--- src/hdl/file_io_pkg.sv ---
// struct widths come from the defaults below, so top-level parameters must match; at most 16 banks
`default_nettype none

package file_io_pkg;

  // ********************
  // sizing defaults
  // ********************
  localparam int NUM_BANKS    = 2;
  localparam int DEPTH        = 4;
  localparam int WORD_NIBBLES = 4;

  localparam int BANK_W = (NUM_BANKS > 1) ? $clog2(NUM_BANKS) : 1;
  localparam int ADDR_W = (DEPTH > 1) ? $clog2(DEPTH) : 1;
  localparam int NIB_W  = (WORD_NIBBLES > 1) ? $clog2(WORD_NIBBLES) : 1;
  localparam int WORD_W = 4 * WORD_NIBBLES;

  // framing characters of the text file
  typedef enum logic [7:0] {
    SOH = 8'h01,  // file header start
    SOT = 8'h02,  // text start, data follows
    EOT = 8'h03,  // end of file name
    EOF = 8'h04,
    LF  = 8'h0A,
    CR  = 8'h0D
  } char_code_e;

  // transfer controller modes
  typedef enum logic [2:0] {
    IDLE,
    WAIT_SOT,
    LOAD,
    DUMP,
    DUMP_DRAIN
  } xfer_state_e;

  // ********************
  // memory ports
  // ********************
  typedef struct packed {
    logic              we;    // write strobe
    logic [BANK_W-1:0] bank;
    logic [ADDR_W-1:0] addr;
    logic [WORD_W-1:0] word;
  } mem_wr_t;

  typedef struct packed {
    logic [BANK_W-1:0] bank;
    logic [ADDR_W-1:0] addr;
  } mem_rd_t;

  // {valid, value}; 0-9, A-F and a-f are digits
  function automatic logic [4:0] hex_to_nibble(input logic [7:0] ch);
    logic [4:0] res;
    res = 5'b0_0000;
    if (ch >= 8'h30 && ch <= 8'h39)
      res = {1'b1, ch[3:0]};
    else if ((ch >= 8'h41 && ch <= 8'h46) || (ch >= 8'h61 && ch <= 8'h66))
      res = {1'b1, ch[3:0] + 4'h9};  // low nibble of A/a is 1
    return res;
  endfunction

  // uppercase ascii digit
  function automatic logic [7:0] nibble_to_hex(input logic [3:0] nib);
    logic [7:0] res;
    if (nib <= 4'h9)
      res = {4'h3, nib};
    else
      res = 8'h37 + {4'h0, nib};  // 10 -> 'A'
    return res;
  endfunction

endpackage

`default_nettype wire

--- src/hdl/transfer_ctrl.sv ---
// one transfer at a time; requests while busy are dropped and a dump beats a load in the same cycle
`timescale 1ns/1ns
`default_nettype none

module transfer_ctrl
  import file_io_pkg::*;
(
  input  logic              clk_sys,
  input  logic              rst_clk,
  input  logic              load_req_i,
  input  logic [BANK_W-1:0] load_bank_i,
  input  logic              dump_req_i,
  input  logic              load_last_i,  // parser wrote last address
  input  logic              dump_end_i,   // formatter sent last EOF
  output logic              rx_en_o,
  output logic [BANK_W-1:0] bank_o,
  output logic              dump_go_o,
  output logic              busy_o,
  output logic              done_o
);

  xfer_state_e       state_q;  // also the mode register
  logic [BANK_W-1:0] bank_q;   // bank selected by the load request
  logic              done_q;

  // ********************
  // mode FSM
  // ********************
  always_ff @(posedge clk_sys)
  begin
    if (rst_clk)
    begin
      state_q <= IDLE;
      bank_q  <= '0;
      done_q  <= 1'b0;
    end
    else
    begin
      done_q <= 1'b0;
      case (state_q)
        IDLE:
        begin
          if (dump_req_i)  // dump has priority
            state_q <= DUMP;
          else if (load_req_i)
          begin
            state_q <= WAIT_SOT;
            bank_q  <= load_bank_i;
          end
        end
        WAIT_SOT, LOAD:  // parser armed, searching SOT then words
        begin
          if (load_last_i)
          begin
            state_q <= IDLE;
            done_q  <= 1'b1;
          end
          else
            state_q <= LOAD;
        end
        DUMP:
          state_q <= DUMP_DRAIN;  // single go pulse
        DUMP_DRAIN:
        begin
          if (dump_end_i)
          begin
            state_q <= IDLE;
            done_q  <= 1'b1;
          end
        end
        default:
          state_q <= IDLE;
      endcase
    end
  end

  assign rx_en_o   = (state_q == WAIT_SOT) || (state_q == LOAD);
  assign dump_go_o = (state_q == DUMP);
  assign busy_o    = (state_q != IDLE);  // one cycle after the request
  assign bank_o    = bank_q;
  assign done_o    = done_q;

endmodule

`default_nettype wire

--- src/hdl/hex_rx_parser.sv ---
// digits before SOT and all non-hex characters are dropped; a load always fills the whole bank
`timescale 1ns/1ns
`default_nettype none

module hex_rx_parser
  import file_io_pkg::*;
#(
  parameter int DEPTH        = file_io_pkg::DEPTH,
  parameter int WORD_NIBBLES = file_io_pkg::WORD_NIBBLES
)
(
  input  logic              clk_sys,
  input  logic              rst_clk,
  input  logic              rx_en_i,
  input  logic [BANK_W-1:0] bank_i,
  input  logic              rx_valid_i,
  input  logic [7:0]        rx_char_i,
  output mem_wr_t           wr_o,
  output logic              load_last_o
);

  logic              armed_q;    // SOT seen
  logic [NIB_W-1:0]  nib_cnt_q;
  logic [ADDR_W-1:0] addr_q;     // next write address
  logic              we_q;
  logic              last_q;
  logic [WORD_W-1:0] word_q;     // shift register, msd first
  logic [BANK_W-1:0] wr_bank_q;
  logic [ADDR_W-1:0] wr_addr_q;
  logic [WORD_W-1:0] wr_word_q;
  logic [4:0]        nib_res;
  logic [WORD_W-1:0] word_next;
  logic              nib_take;
  logic              word_full;

  assign nib_res   = hex_to_nibble(rx_char_i);
  assign nib_take  = rx_en_i && armed_q && rx_valid_i && nib_res[4];
  assign word_next = WORD_W'({word_q, nib_res[3:0]});  // oldest digit falls off the top
  assign word_full = (nib_cnt_q == NIB_W'(WORD_NIBBLES - 1));

  // counters, cleared whenever the controller is not loading
  always_ff @(posedge clk_sys)
  begin
    if (rst_clk || !rx_en_i)
    begin
      armed_q   <= 1'b0;
      nib_cnt_q <= '0;
      addr_q    <= '0;
      we_q      <= 1'b0;
      last_q    <= 1'b0;
    end
    else
    begin
      we_q   <= 1'b0;
      last_q <= 1'b0;
      if (rx_valid_i && !armed_q && rx_char_i == SOT)
        armed_q <= 1'b1;
      if (nib_take)
      begin
        if (word_full)
        begin
          nib_cnt_q <= '0;
          we_q      <= 1'b1;
          if (addr_q == ADDR_W'(DEPTH - 1))
          begin
            addr_q  <= '0;
            last_q  <= 1'b1;  // same cycle as the final write
            armed_q <= 1'b0;  // back to SOT search
          end
          else
            addr_q <= addr_q + 1'b1;
        end
        else
          nib_cnt_q <= nib_cnt_q + 1'b1;
      end
    end
  end

  // word and write payload
  always_ff @(posedge clk_sys)
  begin
    if (nib_take)
    begin
      word_q <= word_next;
      if (word_full)
      begin
        wr_bank_q <= bank_i;
        wr_addr_q <= addr_q;
        wr_word_q <= word_next;
      end
    end
  end

  assign wr_o        = '{we: we_q, bank: wr_bank_q, addr: wr_addr_q, word: wr_word_q};
  assign load_last_o = last_q;

endmodule

`default_nettype wire

--- src/hdl/word_store.sv ---
// contents are undefined until loaded; read data appears one clock after the read address
`timescale 1ns/1ns
`default_nettype none

module word_store
  import file_io_pkg::*;
#(
  parameter int NUM_BANKS    = file_io_pkg::NUM_BANKS,
  parameter int DEPTH        = file_io_pkg::DEPTH,
  parameter int WORD_NIBBLES = file_io_pkg::WORD_NIBBLES
)
(
  input  logic                      clk_sys,
  input  mem_wr_t                   wr_i,
  input  mem_rd_t                   rd_i,
  output logic [4*WORD_NIBBLES-1:0] rd_word_o
);

  // ********************
  // bank array
  // ********************
  logic [4*WORD_NIBBLES-1:0] mem_q [NUM_BANKS][DEPTH];

  always_ff @(posedge clk_sys)
  begin
    if (wr_i.we)
      mem_q[wr_i.bank][wr_i.addr] <= wr_i.word;  // from parser
    rd_word_o <= mem_q[rd_i.bank][rd_i.addr];    // registered read for formatter
  end

endmodule

`default_nettype wire

--- src/hdl/hex_tx_formatter.sv ---
// dumps every bank in order; holds all state while tx_full_i is high, so nothing is lost or repeated
`timescale 1ns/1ns
`default_nettype none

module hex_tx_formatter
  import file_io_pkg::*;
#(
  parameter int NUM_BANKS    = file_io_pkg::NUM_BANKS,
  parameter int DEPTH        = file_io_pkg::DEPTH,
  parameter int WORD_NIBBLES = file_io_pkg::WORD_NIBBLES
)
(
  input  logic                      clk_sys,
  input  logic                      rst_clk,
  input  logic                      dump_go_i,
  input  logic                      tx_full_i,
  output mem_rd_t                   rd_o,
  input  logic [4*WORD_NIBBLES-1:0] rd_word_i,
  output logic [7:0]                tx_char_o,
  output logic                      tx_we_o,
  output logic                      dump_end_o
);

  localparam int ROW_LEN  = WORD_NIBBLES + 2;         // digits, CR, LF
  localparam int FILE_LEN = 4 + DEPTH * ROW_LEN + 1;  // header, rows, EOF
  localparam int CNT_W    = $clog2(FILE_LEN);
  localparam int COL_W    = $clog2(ROW_LEN);

  logic              active_q;
  logic [CNT_W-1:0]  char_cnt_q;  // position in current file
  logic [COL_W-1:0]  col_q;       // position in current row
  logic [ADDR_W-1:0] addr_q;      // read address, runs ahead of the row
  logic [BANK_W-1:0] bank_q;
  logic              accept;
  logic              is_eof;
  logic              in_rows;
  logic              last_bank;
  logic [COL_W-1:0]  dig_idx;
  logic [3:0]        digit;
  logic [3:0]        bank_nib;

  assign accept     = active_q && !tx_full_i;
  assign tx_we_o    = accept;  // never while full
  assign is_eof     = (char_cnt_q == CNT_W'(FILE_LEN - 1));
  assign in_rows    = (char_cnt_q >= CNT_W'(4)) && !is_eof;
  assign last_bank  = (bank_q == BANK_W'(NUM_BANKS - 1));
  assign dump_end_o = accept && is_eof && last_bank;
  assign bank_nib   = 4'(bank_q);

  // nibble index counted from the lsb, msd goes out first
  assign dig_idx = (col_q < COL_W'(WORD_NIBBLES)) ? COL_W'(WORD_NIBBLES - 1) - col_q : '0;
  assign digit   = rd_word_i[4*dig_idx +: 4];

  // ********************
  // character select
  // ********************
  always_comb
  begin
    if (char_cnt_q == CNT_W'(0))
      tx_char_o = SOH;
    else if (char_cnt_q == CNT_W'(1))
      tx_char_o = nibble_to_hex(bank_nib);  // file name
    else if (char_cnt_q == CNT_W'(2))
      tx_char_o = EOT;
    else if (char_cnt_q == CNT_W'(3))
      tx_char_o = SOT;
    else if (is_eof)
      tx_char_o = EOF;
    else if (col_q < COL_W'(WORD_NIBBLES))
      tx_char_o = nibble_to_hex(digit);
    else if (col_q == COL_W'(WORD_NIBBLES))
      tx_char_o = CR;
    else
      tx_char_o = LF;
  end

  // ********************
  // counters
  // ********************
  always_ff @(posedge clk_sys)
  begin
    if (rst_clk)
    begin
      active_q   <= 1'b0;
      char_cnt_q <= '0;
      col_q      <= '0;
      addr_q     <= '0;
      bank_q     <= '0;
    end
    else if (dump_go_i)
    begin
      active_q   <= 1'b1;
      char_cnt_q <= '0;
      col_q      <= '0;
      addr_q     <= '0;  // row 0 fetched during the header
      bank_q     <= '0;
    end
    else if (accept)
    begin
      if (is_eof)
      begin
        char_cnt_q <= '0;
        col_q      <= '0;
        addr_q     <= '0;
        if (last_bank)
        begin
          active_q <= 1'b0;
          bank_q   <= '0;
        end
        else
          bank_q <= bank_q + 1'b1;  // next file
      end
      else
      begin
        char_cnt_q <= char_cnt_q + 1'b1;
        if (in_rows)
        begin
          col_q <= (col_q == COL_W'(ROW_LEN - 1)) ? '0 : col_q + 1'b1;
          // CR accepted, LF still to go, covers the read latency
          if (col_q == COL_W'(WORD_NIBBLES))
            addr_q <= (addr_q == ADDR_W'(DEPTH - 1)) ? '0 : addr_q + 1'b1;
        end
      end
    end
  end

  assign rd_o = '{bank: bank_q, addr: addr_q};

endmodule

`default_nettype wire

--- src/hdl/hex_file_io_top.sv ---
// parameters must equal the file_io_pkg defaults, since the memory structs are sized by them
`timescale 1ns/1ns
`default_nettype none

module hex_file_io_top
  import file_io_pkg::*;
#(
  parameter int NUM_BANKS    = file_io_pkg::NUM_BANKS,
  parameter int DEPTH        = file_io_pkg::DEPTH,
  parameter int WORD_NIBBLES = file_io_pkg::WORD_NIBBLES
)
(
  input  logic              clk_sys,
  input  logic              rst_clk,
  input  logic              rx_valid_i,   // one-cycle char strobe
  input  logic [7:0]        rx_char_i,
  input  logic              load_req_i,
  input  logic [BANK_W-1:0] load_bank_i,
  input  logic              dump_req_i,
  input  logic              tx_full_i,
  output logic [7:0]        tx_char_o,
  output logic              tx_we_o,
  output logic              busy_o,
  output logic              done_o
);

  logic                      rx_en;
  logic [BANK_W-1:0]         bank;
  logic                      load_last;
  logic                      dump_go;
  logic                      dump_end;
  mem_wr_t                   wr;
  mem_rd_t                   rd;
  logic [4*WORD_NIBBLES-1:0] rd_word;

  transfer_ctrl u_transfer_ctrl (
    .clk_sys     (clk_sys),
    .rst_clk     (rst_clk),
    .load_req_i  (load_req_i),
    .load_bank_i (load_bank_i),
    .dump_req_i  (dump_req_i),
    .load_last_i (load_last),
    .dump_end_i  (dump_end),
    .rx_en_o     (rx_en),
    .bank_o      (bank),
    .dump_go_o   (dump_go),
    .busy_o      (busy_o),
    .done_o      (done_o)
  );

  hex_rx_parser #(.DEPTH(DEPTH), .WORD_NIBBLES(WORD_NIBBLES)) u_hex_rx_parser (
    .clk_sys     (clk_sys),
    .rst_clk     (rst_clk),
    .rx_en_i     (rx_en),
    .bank_i      (bank),
    .rx_valid_i  (rx_valid_i),
    .rx_char_i   (rx_char_i),
    .wr_o        (wr),
    .load_last_o (load_last)
  );

  word_store #(.NUM_BANKS(NUM_BANKS), .DEPTH(DEPTH), .WORD_NIBBLES(WORD_NIBBLES)) u_word_store (
    .clk_sys   (clk_sys),
    .wr_i      (wr),
    .rd_i      (rd),
    .rd_word_o (rd_word)
  );

  hex_tx_formatter #(
    .NUM_BANKS    (NUM_BANKS),
    .DEPTH        (DEPTH),
    .WORD_NIBBLES (WORD_NIBBLES)
  ) u_hex_tx_formatter (
    .clk_sys    (clk_sys),
    .rst_clk    (rst_clk),
    .dump_go_i  (dump_go),
    .tx_full_i  (tx_full_i),
    .rd_o       (rd),
    .rd_word_i  (rd_word),
    .tx_char_o  (tx_char_o),
    .tx_we_o    (tx_we_o),
    .dump_end_o (dump_end)
  );

endmodule

`default_nettype wire

--- config.mk ---
export PLATFORM = sky130hd
export DESIGN_NAME = hex_file_io_top
export DESIGN_NICKNAME = d
export VERILOG_FILES = /design/src/hdl/file_io_pkg.sv /design/src/hdl/transfer_ctrl.sv /design/src/hdl/hex_rx_parser.sv /design/src/hdl/word_store.sv /design/src/hdl/hex_tx_formatter.sv /design/src/hdl/hex_file_io_top.sv
export SDC_FILE = /design/constraint.sdc
export NUM_CORES = 1
export LEC_CHECK = 0
export BUFFER_PORTS_ARGS = -buffer_cell sky130_fd_sc_hd__buf_2
export CAP_MARGIN = 15
export CORE_MARGIN = 5
export CORE_UTILIZATION = 42
export CTS_CLUSTER_DIAMETER = 120
export DETAILED_ROUTE_END_ITERATION = 6
export SETUP_SLACK_MARGIN = 0.1
export SLEW_MARGIN = 20
export SYNTH_ARGS = -nofsm -noshare
export SYNTH_HDL_FRONTEND = slang
export SYNTH_HIERARCHICAL = 1
export SYNTH_SLANG_ARGS = --single-unit
--- constraint.sdc ---
create_clock -name clk_sys -period 5.6 [get_ports clk_sys]
set_clock_uncertainty 0.15 [all_clocks]
set_input_delay 0.28 -clock clk_sys [delete_from_list [all_inputs] [get_ports clk_sys]]
set_output_delay 0.28 -clock clk_sys [all_outputs]
set_load 0.02 [all_outputs]
==> impl_results.md, run 1 <==
* Status: finished clean
* RSZ-0062 raised after global routing: no
* Routed WL at 14330 um
* Mapped Nets at 504
* Final Cycle Share at 0.6222
* Type of the worst setup path: reg -> out
* Chip width at 148.7 um
* Worst EP arrival at 3.05 ns
* Htree depth at 4
* Highest Clock Rate at 287.0 MHz
* CTS resizes at 0
* Core Area at 0.01883 sq mm
* Vias in the first global route at 4102
* Setup crit start kind: register
* Die Ht at 148.7 um
* Vias at 4087
* Post-CTS setup buffers at 0
* Synth top area cells: edfxtp_1 (59%), dfxtp_1 (9.9%), mux4_1 (9.1%)
* CTS Buf Count at 17
* Vias/cell at 5.220
* CTS sink count at 199
* Register area share after synthesis at 0.6898
* CTS tree: done
* Final Max Tran Viols at 0
* Synthesized instance count at 477
* Rel. slew slack at 0.2908
* Internal at 0.002453 W
* Ant diodes at 0
* Sw Pwr at 0.0005785 W
* Clock Tree Root: clkbuf_16
* Fill cells at 1586
* Synth Area per Inst at 16.94 sq um
* Full die area at 0.02212 sq mm
* Switching Share at 0.1908
* Number of synthesized flops with an enable pin at 159
* First-pass GRT wire length at 22380 um
* Maximum root-to-sink buffer count at 2
* PortBufs at 24
* Setup TNS at 0 ns
* Clk network pwr share at 0.438
* Routed WL per cell at 18.30 um
* CP Data Required Time at 5.17 ns
* Non-filler cells, final at 783
* Area delta synth->final at 13.47%
* Synth warn at 6
* Initial antenna violation count at 0
* Fin nets at 537
* Highest-count cells in the layout ignoring fill and taps: edfxtp_1 (159), dfxtp_1 (38), nor2_1 (31), mux4_1 (28), buf_2 (24)
* Register share of total power at 0.526
* Dpl cells at 746
* Number of distinct library cells after synthesis at 66
* Pin count of the biggest net entering global routing at 36
* Primary FF master, synth: edfxtp_1
* Detailed-router iteration count before antenna repair at 4
* Area leader, netlist: edfxtp_1
* Starting Density at 0.4292
* Global placement routability congestion at 0.8089
* Gr ovfl total at 0
* Tightest Hold Check Type: in -> reg
* GR Util All Layers at 0.1360
* Hold Path Depth at 2
* Leakage at 3.182 nW
* IO Count at 26
* Post-detail-place hpwl at 8761 um
* Cell Rows at 50
* Fraction of registers with async set/reset at 0
* Routed Antenna Nets at 0
* Worst-path clk slew at 0.06 ns
* Tightest Pin Transition at 1.060 ns
* Endpoints failing setup at 0
* Share of post-route cells with drive strength above 1 at 0.1989
* Part of the power in combinational logic at 0.036
* DRC viols at 0
* Max FO, Critical Path at 20
* Area share of the leading cell type in the synthesized netlist at 0.5907
* Yosys reg bits at 199
* Peak supply drop at 0.2256 mV
* Pwr/cell area at 330.5 mW/mm^2
* # Max-Cap Violations at 0
* Nature of the critical path endpoint: output pin
* Commonest non-fill, non-tap cell in the layout: edfxtp_1
* Clk_lat worst skew at 0.43 ns
* Final hold viol count at 0
* Post-route minimum period at 3.484 ns
* Cell area after synthesis at 0.008083 sq mm
* Reg2Reg Depth at 6
* Initial DRC Count at 286
[critical path, cell delays in order, from the launching register on]
cell and delay (ns):
dfxtp_1 0.74, mux2i_1 0.29, nand2_1 0.09, o211ai_1 0.18, inv_1 0.11, ha_1 0.24
o31a_1 0.30, mux2_2 0.26, a211oi_1 0.23, buf_2 0.20
[cells in the mapped netlist, types with 5 or more instances]
cell	number
a21oi_1	17
buf_2	5
buf_6	5
dfxtp_1	40
edfxtp_1	159
ha_1	12
inv_1	10
mux2_2	19
mux2i_1	8
mux4_1	28
nand2_1	22
nand2b_1	11
nand3_1	7
nor2_1	31
nor3_1	11
o21ai_0	8
or3_1	5
[stage by stage]
stage          setup WS [ns]  total power (W)  utilization  cell area (sq um)  hold slack [ns]
6_report               2.116         0.003032       0.4870               9171          0.02620
5_1_grt                1.912         0.003138       0.4870               9171          0.02668
4_1_cts                2.061         0.003059       0.4870               9171         0.005386
3_5_place_dp           2.540         0.001731       0.4494               8463           0.2566
3_3_place_gp           2.672         0.001727       0.4494               8463           0.2548
2_1_floorplan          2.898         0.001699            -               8083           0.2024
[path summary, 6_finish.rpt]
path / startpoint / slack, ns / endpoint
max: u_hex_tx_formatter/col_q[0] / 2.12 / tx_char_o[0]
min: rst_clk / 0.03 / u_hex_tx_formatter/active_q
max reg2reg: u_transfer_ctrl/state_q[0] / 3.02 / u_hex_rx_parser/wr_word_q[14]
min reg2reg: u_hex_rx_parser/word_q[8] / 0.27 / u_hex_rx_parser/wr_word_q[12]
[kinds of logic (layout without fill, tap and decap cells)]
| logic type | after synthesis | count (layout) | share of synthesized area |
|---|---|---|---|
| other cells | 1 | 1 | 0.0004640 |
| flops | 199 | 199 | 0.6898 |
| compound gates | 55 | 55 | 0.05000 |
| xor+xnor | 5 | 5 | 0.005418 |
| simple gates | 112 | 112 | 0.07399 |
| mux | 59 | 59 | 0.1385 |
| buf+inv | 34 | 80 | 0.02322 |
| fa+ha+maj | 12 | 12 | 0.01858 |
[metal layers]
layer  up-vias  track usage  part of all wire
met1      2057       0.1704              0.44
li1       1941            -                 -
met5         -            0                 0
met2        71       0.2298              0.51
met4         0      0.05497             0.018
met3        18      0.03047             0.037
[power groups by stage]
| stage | registers, W | logic (W) | clock network [W] |
|---|---|---|---|
| 6_report | 0.00159 | 0.000109 | 0.00133 |
| 5_1_grt | 0.00159 | 0.000119 | 0.00143 |
| 4_1_cts | 0.00159 | 0.000109 | 0.00136 |
| 3_5_place_dp | 0.00163 | 0.000105 | 0 |
| 3_3_place_gp | 0.00162 | 0.000103 | 0 |
| 2_1_floorplan | 0.00162 | 0.0000759 | 0 |
[area by class of cell]
| cell class | count | area (sq um) | area share |
|---|---|---|---|
| clock buffers | 17 | 425.4 | 0.04638 |
| clock inverters | 15 | 232.7 | 0.02538 |
| inverters | 12 | 45.04 | 0.004911 |
| multi-input cells | 244 | 2342 | 0.2554 |
| flip-flops and latches | 199 | 5578 | 0.6082 |
| well taps | 260 | 325.3 | 0.03547 |
| repair buffers | 36 | 222.7 | 0.02428 |
[flip-flops by register name, indices dropped and copies added, names as in the netlist, 2 cells and up]
signal                         count
u_word_store/mem_q               128
u_hex_rx_parser/wr_word_q         16
u_word_store/rd_word_o            16
u_hex_rx_parser/word_q            12
u_hex_tx_formatter/char_cnt_q      5
u_hex_tx_formatter/col_q           3
u_transfer_ctrl/state_q            3
u_hex_rx_parser/addr_q             2
u_hex_rx_parser/nib_cnt_q          2
u_hex_rx_parser/wr_addr_q          2
u_hex_tx_formatter/addr_q          2
[timing repair]
action                                 in CTS  in global routing
setup endpoints to repair                   0                  0
endpoints found under the hold margin       3                  0
hold buffers                                5                  0
Power figures use the tool's default switching activity.
==> inputs of run 2 (changes only) <==
==> constraint.sdc (replaced) <==
create_clock -name clk_sys -period 3.1 [get_ports clk_sys]
set_clock_uncertainty 0.15 [all_clocks]
set_input_delay 0.155 -clock clk_sys [delete_from_list [all_inputs] [get_ports clk_sys]]
set_output_delay 0.155 -clock clk_sys [all_outputs]
set_load 0.02 [all_outputs]
==> run 2 against run 1 <==
Cell count rose by 1.9%. Wire length fell by 0.22%. Sequential power rose by 81%. Clock-buffer cell count rose by 2. Clock power rose by 50%. Sequential share of layout area fell by 0.10 points. Die area did not move. Non-clock buffer count rose by 15. Via count rose by 1.4%. Register-to-register slack got worse by 2.1 ns. Combinational power rose by 98%. Global-route usage fell by 0.20 points. Largest power group unchanged.
==> impl_results.md, run 2 (synthesis results as in run 1) <==
* Worst reg2reg path startpoint: u_transfer_ctrl/state_q[1]
* Gr ovfl total at 0
* Detailed-router iteration count before antenna repair at 4
* Chip width at 148.7 um
* Hold Path Origin: tx_full_i
* Starting Density at 0.4292
* Tightest Pin Transition at 0.6313 ns
* Maximum root-to-sink buffer count at 2
* Hold EP: u_hex_tx_formatter/char_cnt_q[0]
* Share of post-route cells with drive strength above 1 at 0.2156
* Clk_lat worst skew at 0.42 ns
* Switching Share at 0.2130
* Fill cells at 1551
* CP Data Required Time at 2.79 ns
* FF-to-FF End: u_hex_rx_parser/word_q[8]
* Post-route minimum period at 2.868 ns
* Vias in the first global route at 4221
* Largest register by flop count: u_word_store/mem_q
* Global placement routability congestion at 0.8126
* Initial antenna violation count at 0
* Pwr/cell area at 552.8 mW/mm^2
* Number of flip-flops in the largest register at 128
* Regs by FF count: u_word_store/mem_q (128), u_hex_rx_parser/wr_word_q (16), u_word_store/rd_word_o (16)
* GR Layer Usage met3 at 0.03291
* Internal at 0.004000 W
* Cell Rows at 50
* Commonest non-fill, non-tap cell in the layout: edfxtp_1
* Leakage at 3.222 nW
* RSZ-0062 raised after global routing: no
* Worst-path clk slew at 0.07 ns
* CTS Buf Count at 17
* Area of the multi-input gates at 0.002342 sq mm
* Sequential Area at 0.005583 sq mm
* Full die area at 0.02212 sq mm
* Rel. slew slack at 0.5759
* Setup crit start kind: register
* Status: finished clean
* Sw Pwr at 0.001083 W
* Final Cycle Share at 0.9250
* IO Count at 26
* CTS tree: done
* Highest-count cells in the layout ignoring fill and taps: edfxtp_1 (159), dfxtp_1 (36), nor2_1 (31), mux4_1 (28), buf_2 (23)
* Max FO, Critical Path at 14
* Worst EP arrival at 2.56 ns
* Type of the worst setup path: reg -> out
* Met1 Use GR at 0.1741
* Htree depth at 4
* Initial DRC Count at 273
* FF-to-FF setup slack at 0.89 ns
* Clock Tree Root: clkbuf_16
* GR Util All Layers at 0.1341
* Die Ht at 148.7 um
* Fin nets at 552
* Vias/cell at 5.192
* Peak supply drop at 0.4274 mV
* Clk network pwr share at 0.392
* Met2 usage at 0.2232
* Global routing's busiest layer: met2
* Reg2Reg Depth at 6
* CTS sink count at 199
* Ant diodes at 0
* Routed WL per cell at 17.91 um
* Area delta synth->final at 13.76%
* PortBufs at 24
* Part of the power in combinational logic at 0.042
* Hold Path Depth at 4
* Core Area at 0.01883 sq mm
* Pin count of the biggest net entering global routing at 36
* Register share of total power at 0.566
* Tightest Hold Check Type: in -> reg
* Highest Clock Rate at 348.7 MHz
* Nature of the critical path endpoint: output pin
* Hold slack final at 0.02901 ns
* Vias at 4143
* Final Max Tran Viols at 0
* Post-detail-place hpwl at 8870 um
* First-pass GRT wire length at 22470 um
* Routed WL at 14290 um
* Endpoints failing setup at 0
* Final hold viol count at 0
* Routed Antenna Nets at 0
* Setup TNS at 0 ns
* DRC viols at 0
* # Max-Cap Violations at 0
[run 2: cell types whose count changed in the layout (fill, tap and decap cells not counted), sizes merged, moves of 3 or more]
cell,delta
bufinv,-6
dlygate4sd3,+7
buf,+8
clkinvlp,-3
clkinv,+3
inv,+4
[run 2: area by class of cell]
type | count | area share
repair buffers | 51 | 0.03905
multi-input cells | 244 | 0.2547
well taps | 260 | 0.03538
clock buffers | 19 | 0.04817
clock inverters | 13 | 0.01061
flip-flops and latches | 199 | 0.6072
inverters | 12 | 0.004899
[run 2: repair_timing]
item | CTS | global route
gates cloned | 0 | 0
hold buffers | 12 | 0
endpoints found under the hold margin | 11 | 0
resized for setup | 5 | 5
setup buffers | 1 | 1
endpoints found under the setup margin | 1 | 1
pin swaps | 1 | 1
[run 2: worst max-delay path: stages, from the launching register on]
cell and delay, ns:
dfxtp_4 0.37, buf_6 0.15, nor3_2 0.17, o21ai_1 0.07, o211ai_1 0.12, inv_1 0.10
ha_2 0.20, o31a_1 0.30, mux2_2 0.27, a211oi_2 0.22, buf_4 0.17
[run 2: routing by layer]
| metal | vias up | wire length [um] |
|---|---|---|
| met5 | - | 0 |
| met4 | 0 | 235 |
| met3 | 23 | 506 |
| met2 | 69 | 7096 |
| met1 | 2074 | 6455 |
| li1 | 1977 | - |
[run 2: how the worst max path moves through the flow]
stage / startpoint / end / slack [ns] / cells past startpoint
after floorplan: u_hex_tx_formatter/col_q[1] / tx_char_o[0] / 0.52 / 9
after global placement: u_hex_tx_formatter/col_q[0] / tx_char_o[0] / 0.47 / 10
after detailed placement: u_hex_tx_formatter/col_q[2] / tx_char_o[0] / 0.39 / 8
after CTS: u_hex_tx_formatter/col_q[0] / tx_char_o[0] / 0.12 / 10
after global routing: u_hex_tx_formatter/col_q[0] / tx_char_o[0] / 0.06 / 10
final: u_hex_tx_formatter/col_q[0] / tx_char_o[0] / 0.23 / 10
[run 2: power by group through the flow]
stage	clock network [W]	registers, W	logic [W]
global placement	0	0.00293	0.000184
finish	0.00199	0.00287	0.000216
floorplan	0	0.00293	0.000137
detailed placement	0	0.00293	0.000187
CTS	0.00204	0.00288	0.000213
global route	0.00214	0.00287	0.000238
[run 2: metrics by stage]
stage | instances | instance area (sq um) | total power, W | worst slack, ns | util
2_1_floorplan | 477 | 8083 | 0.003069 | 0.5234 | -
3_3_place_gp | 752 | 8494 | 0.003118 | 0.4746 | 0.4511
3_5_place_dp | 752 | 8494 | 0.003122 | 0.3911 | 0.4511
5_1_grt | 798 | 9195 | 0.005257 | 0.05860 | 0.4883
6_report | 798 | 9195 | 0.005083 | 0.2325 | 0.4883
4_1_cts | 797 | 9175 | 0.005130 | 0.1165 | 0.4872
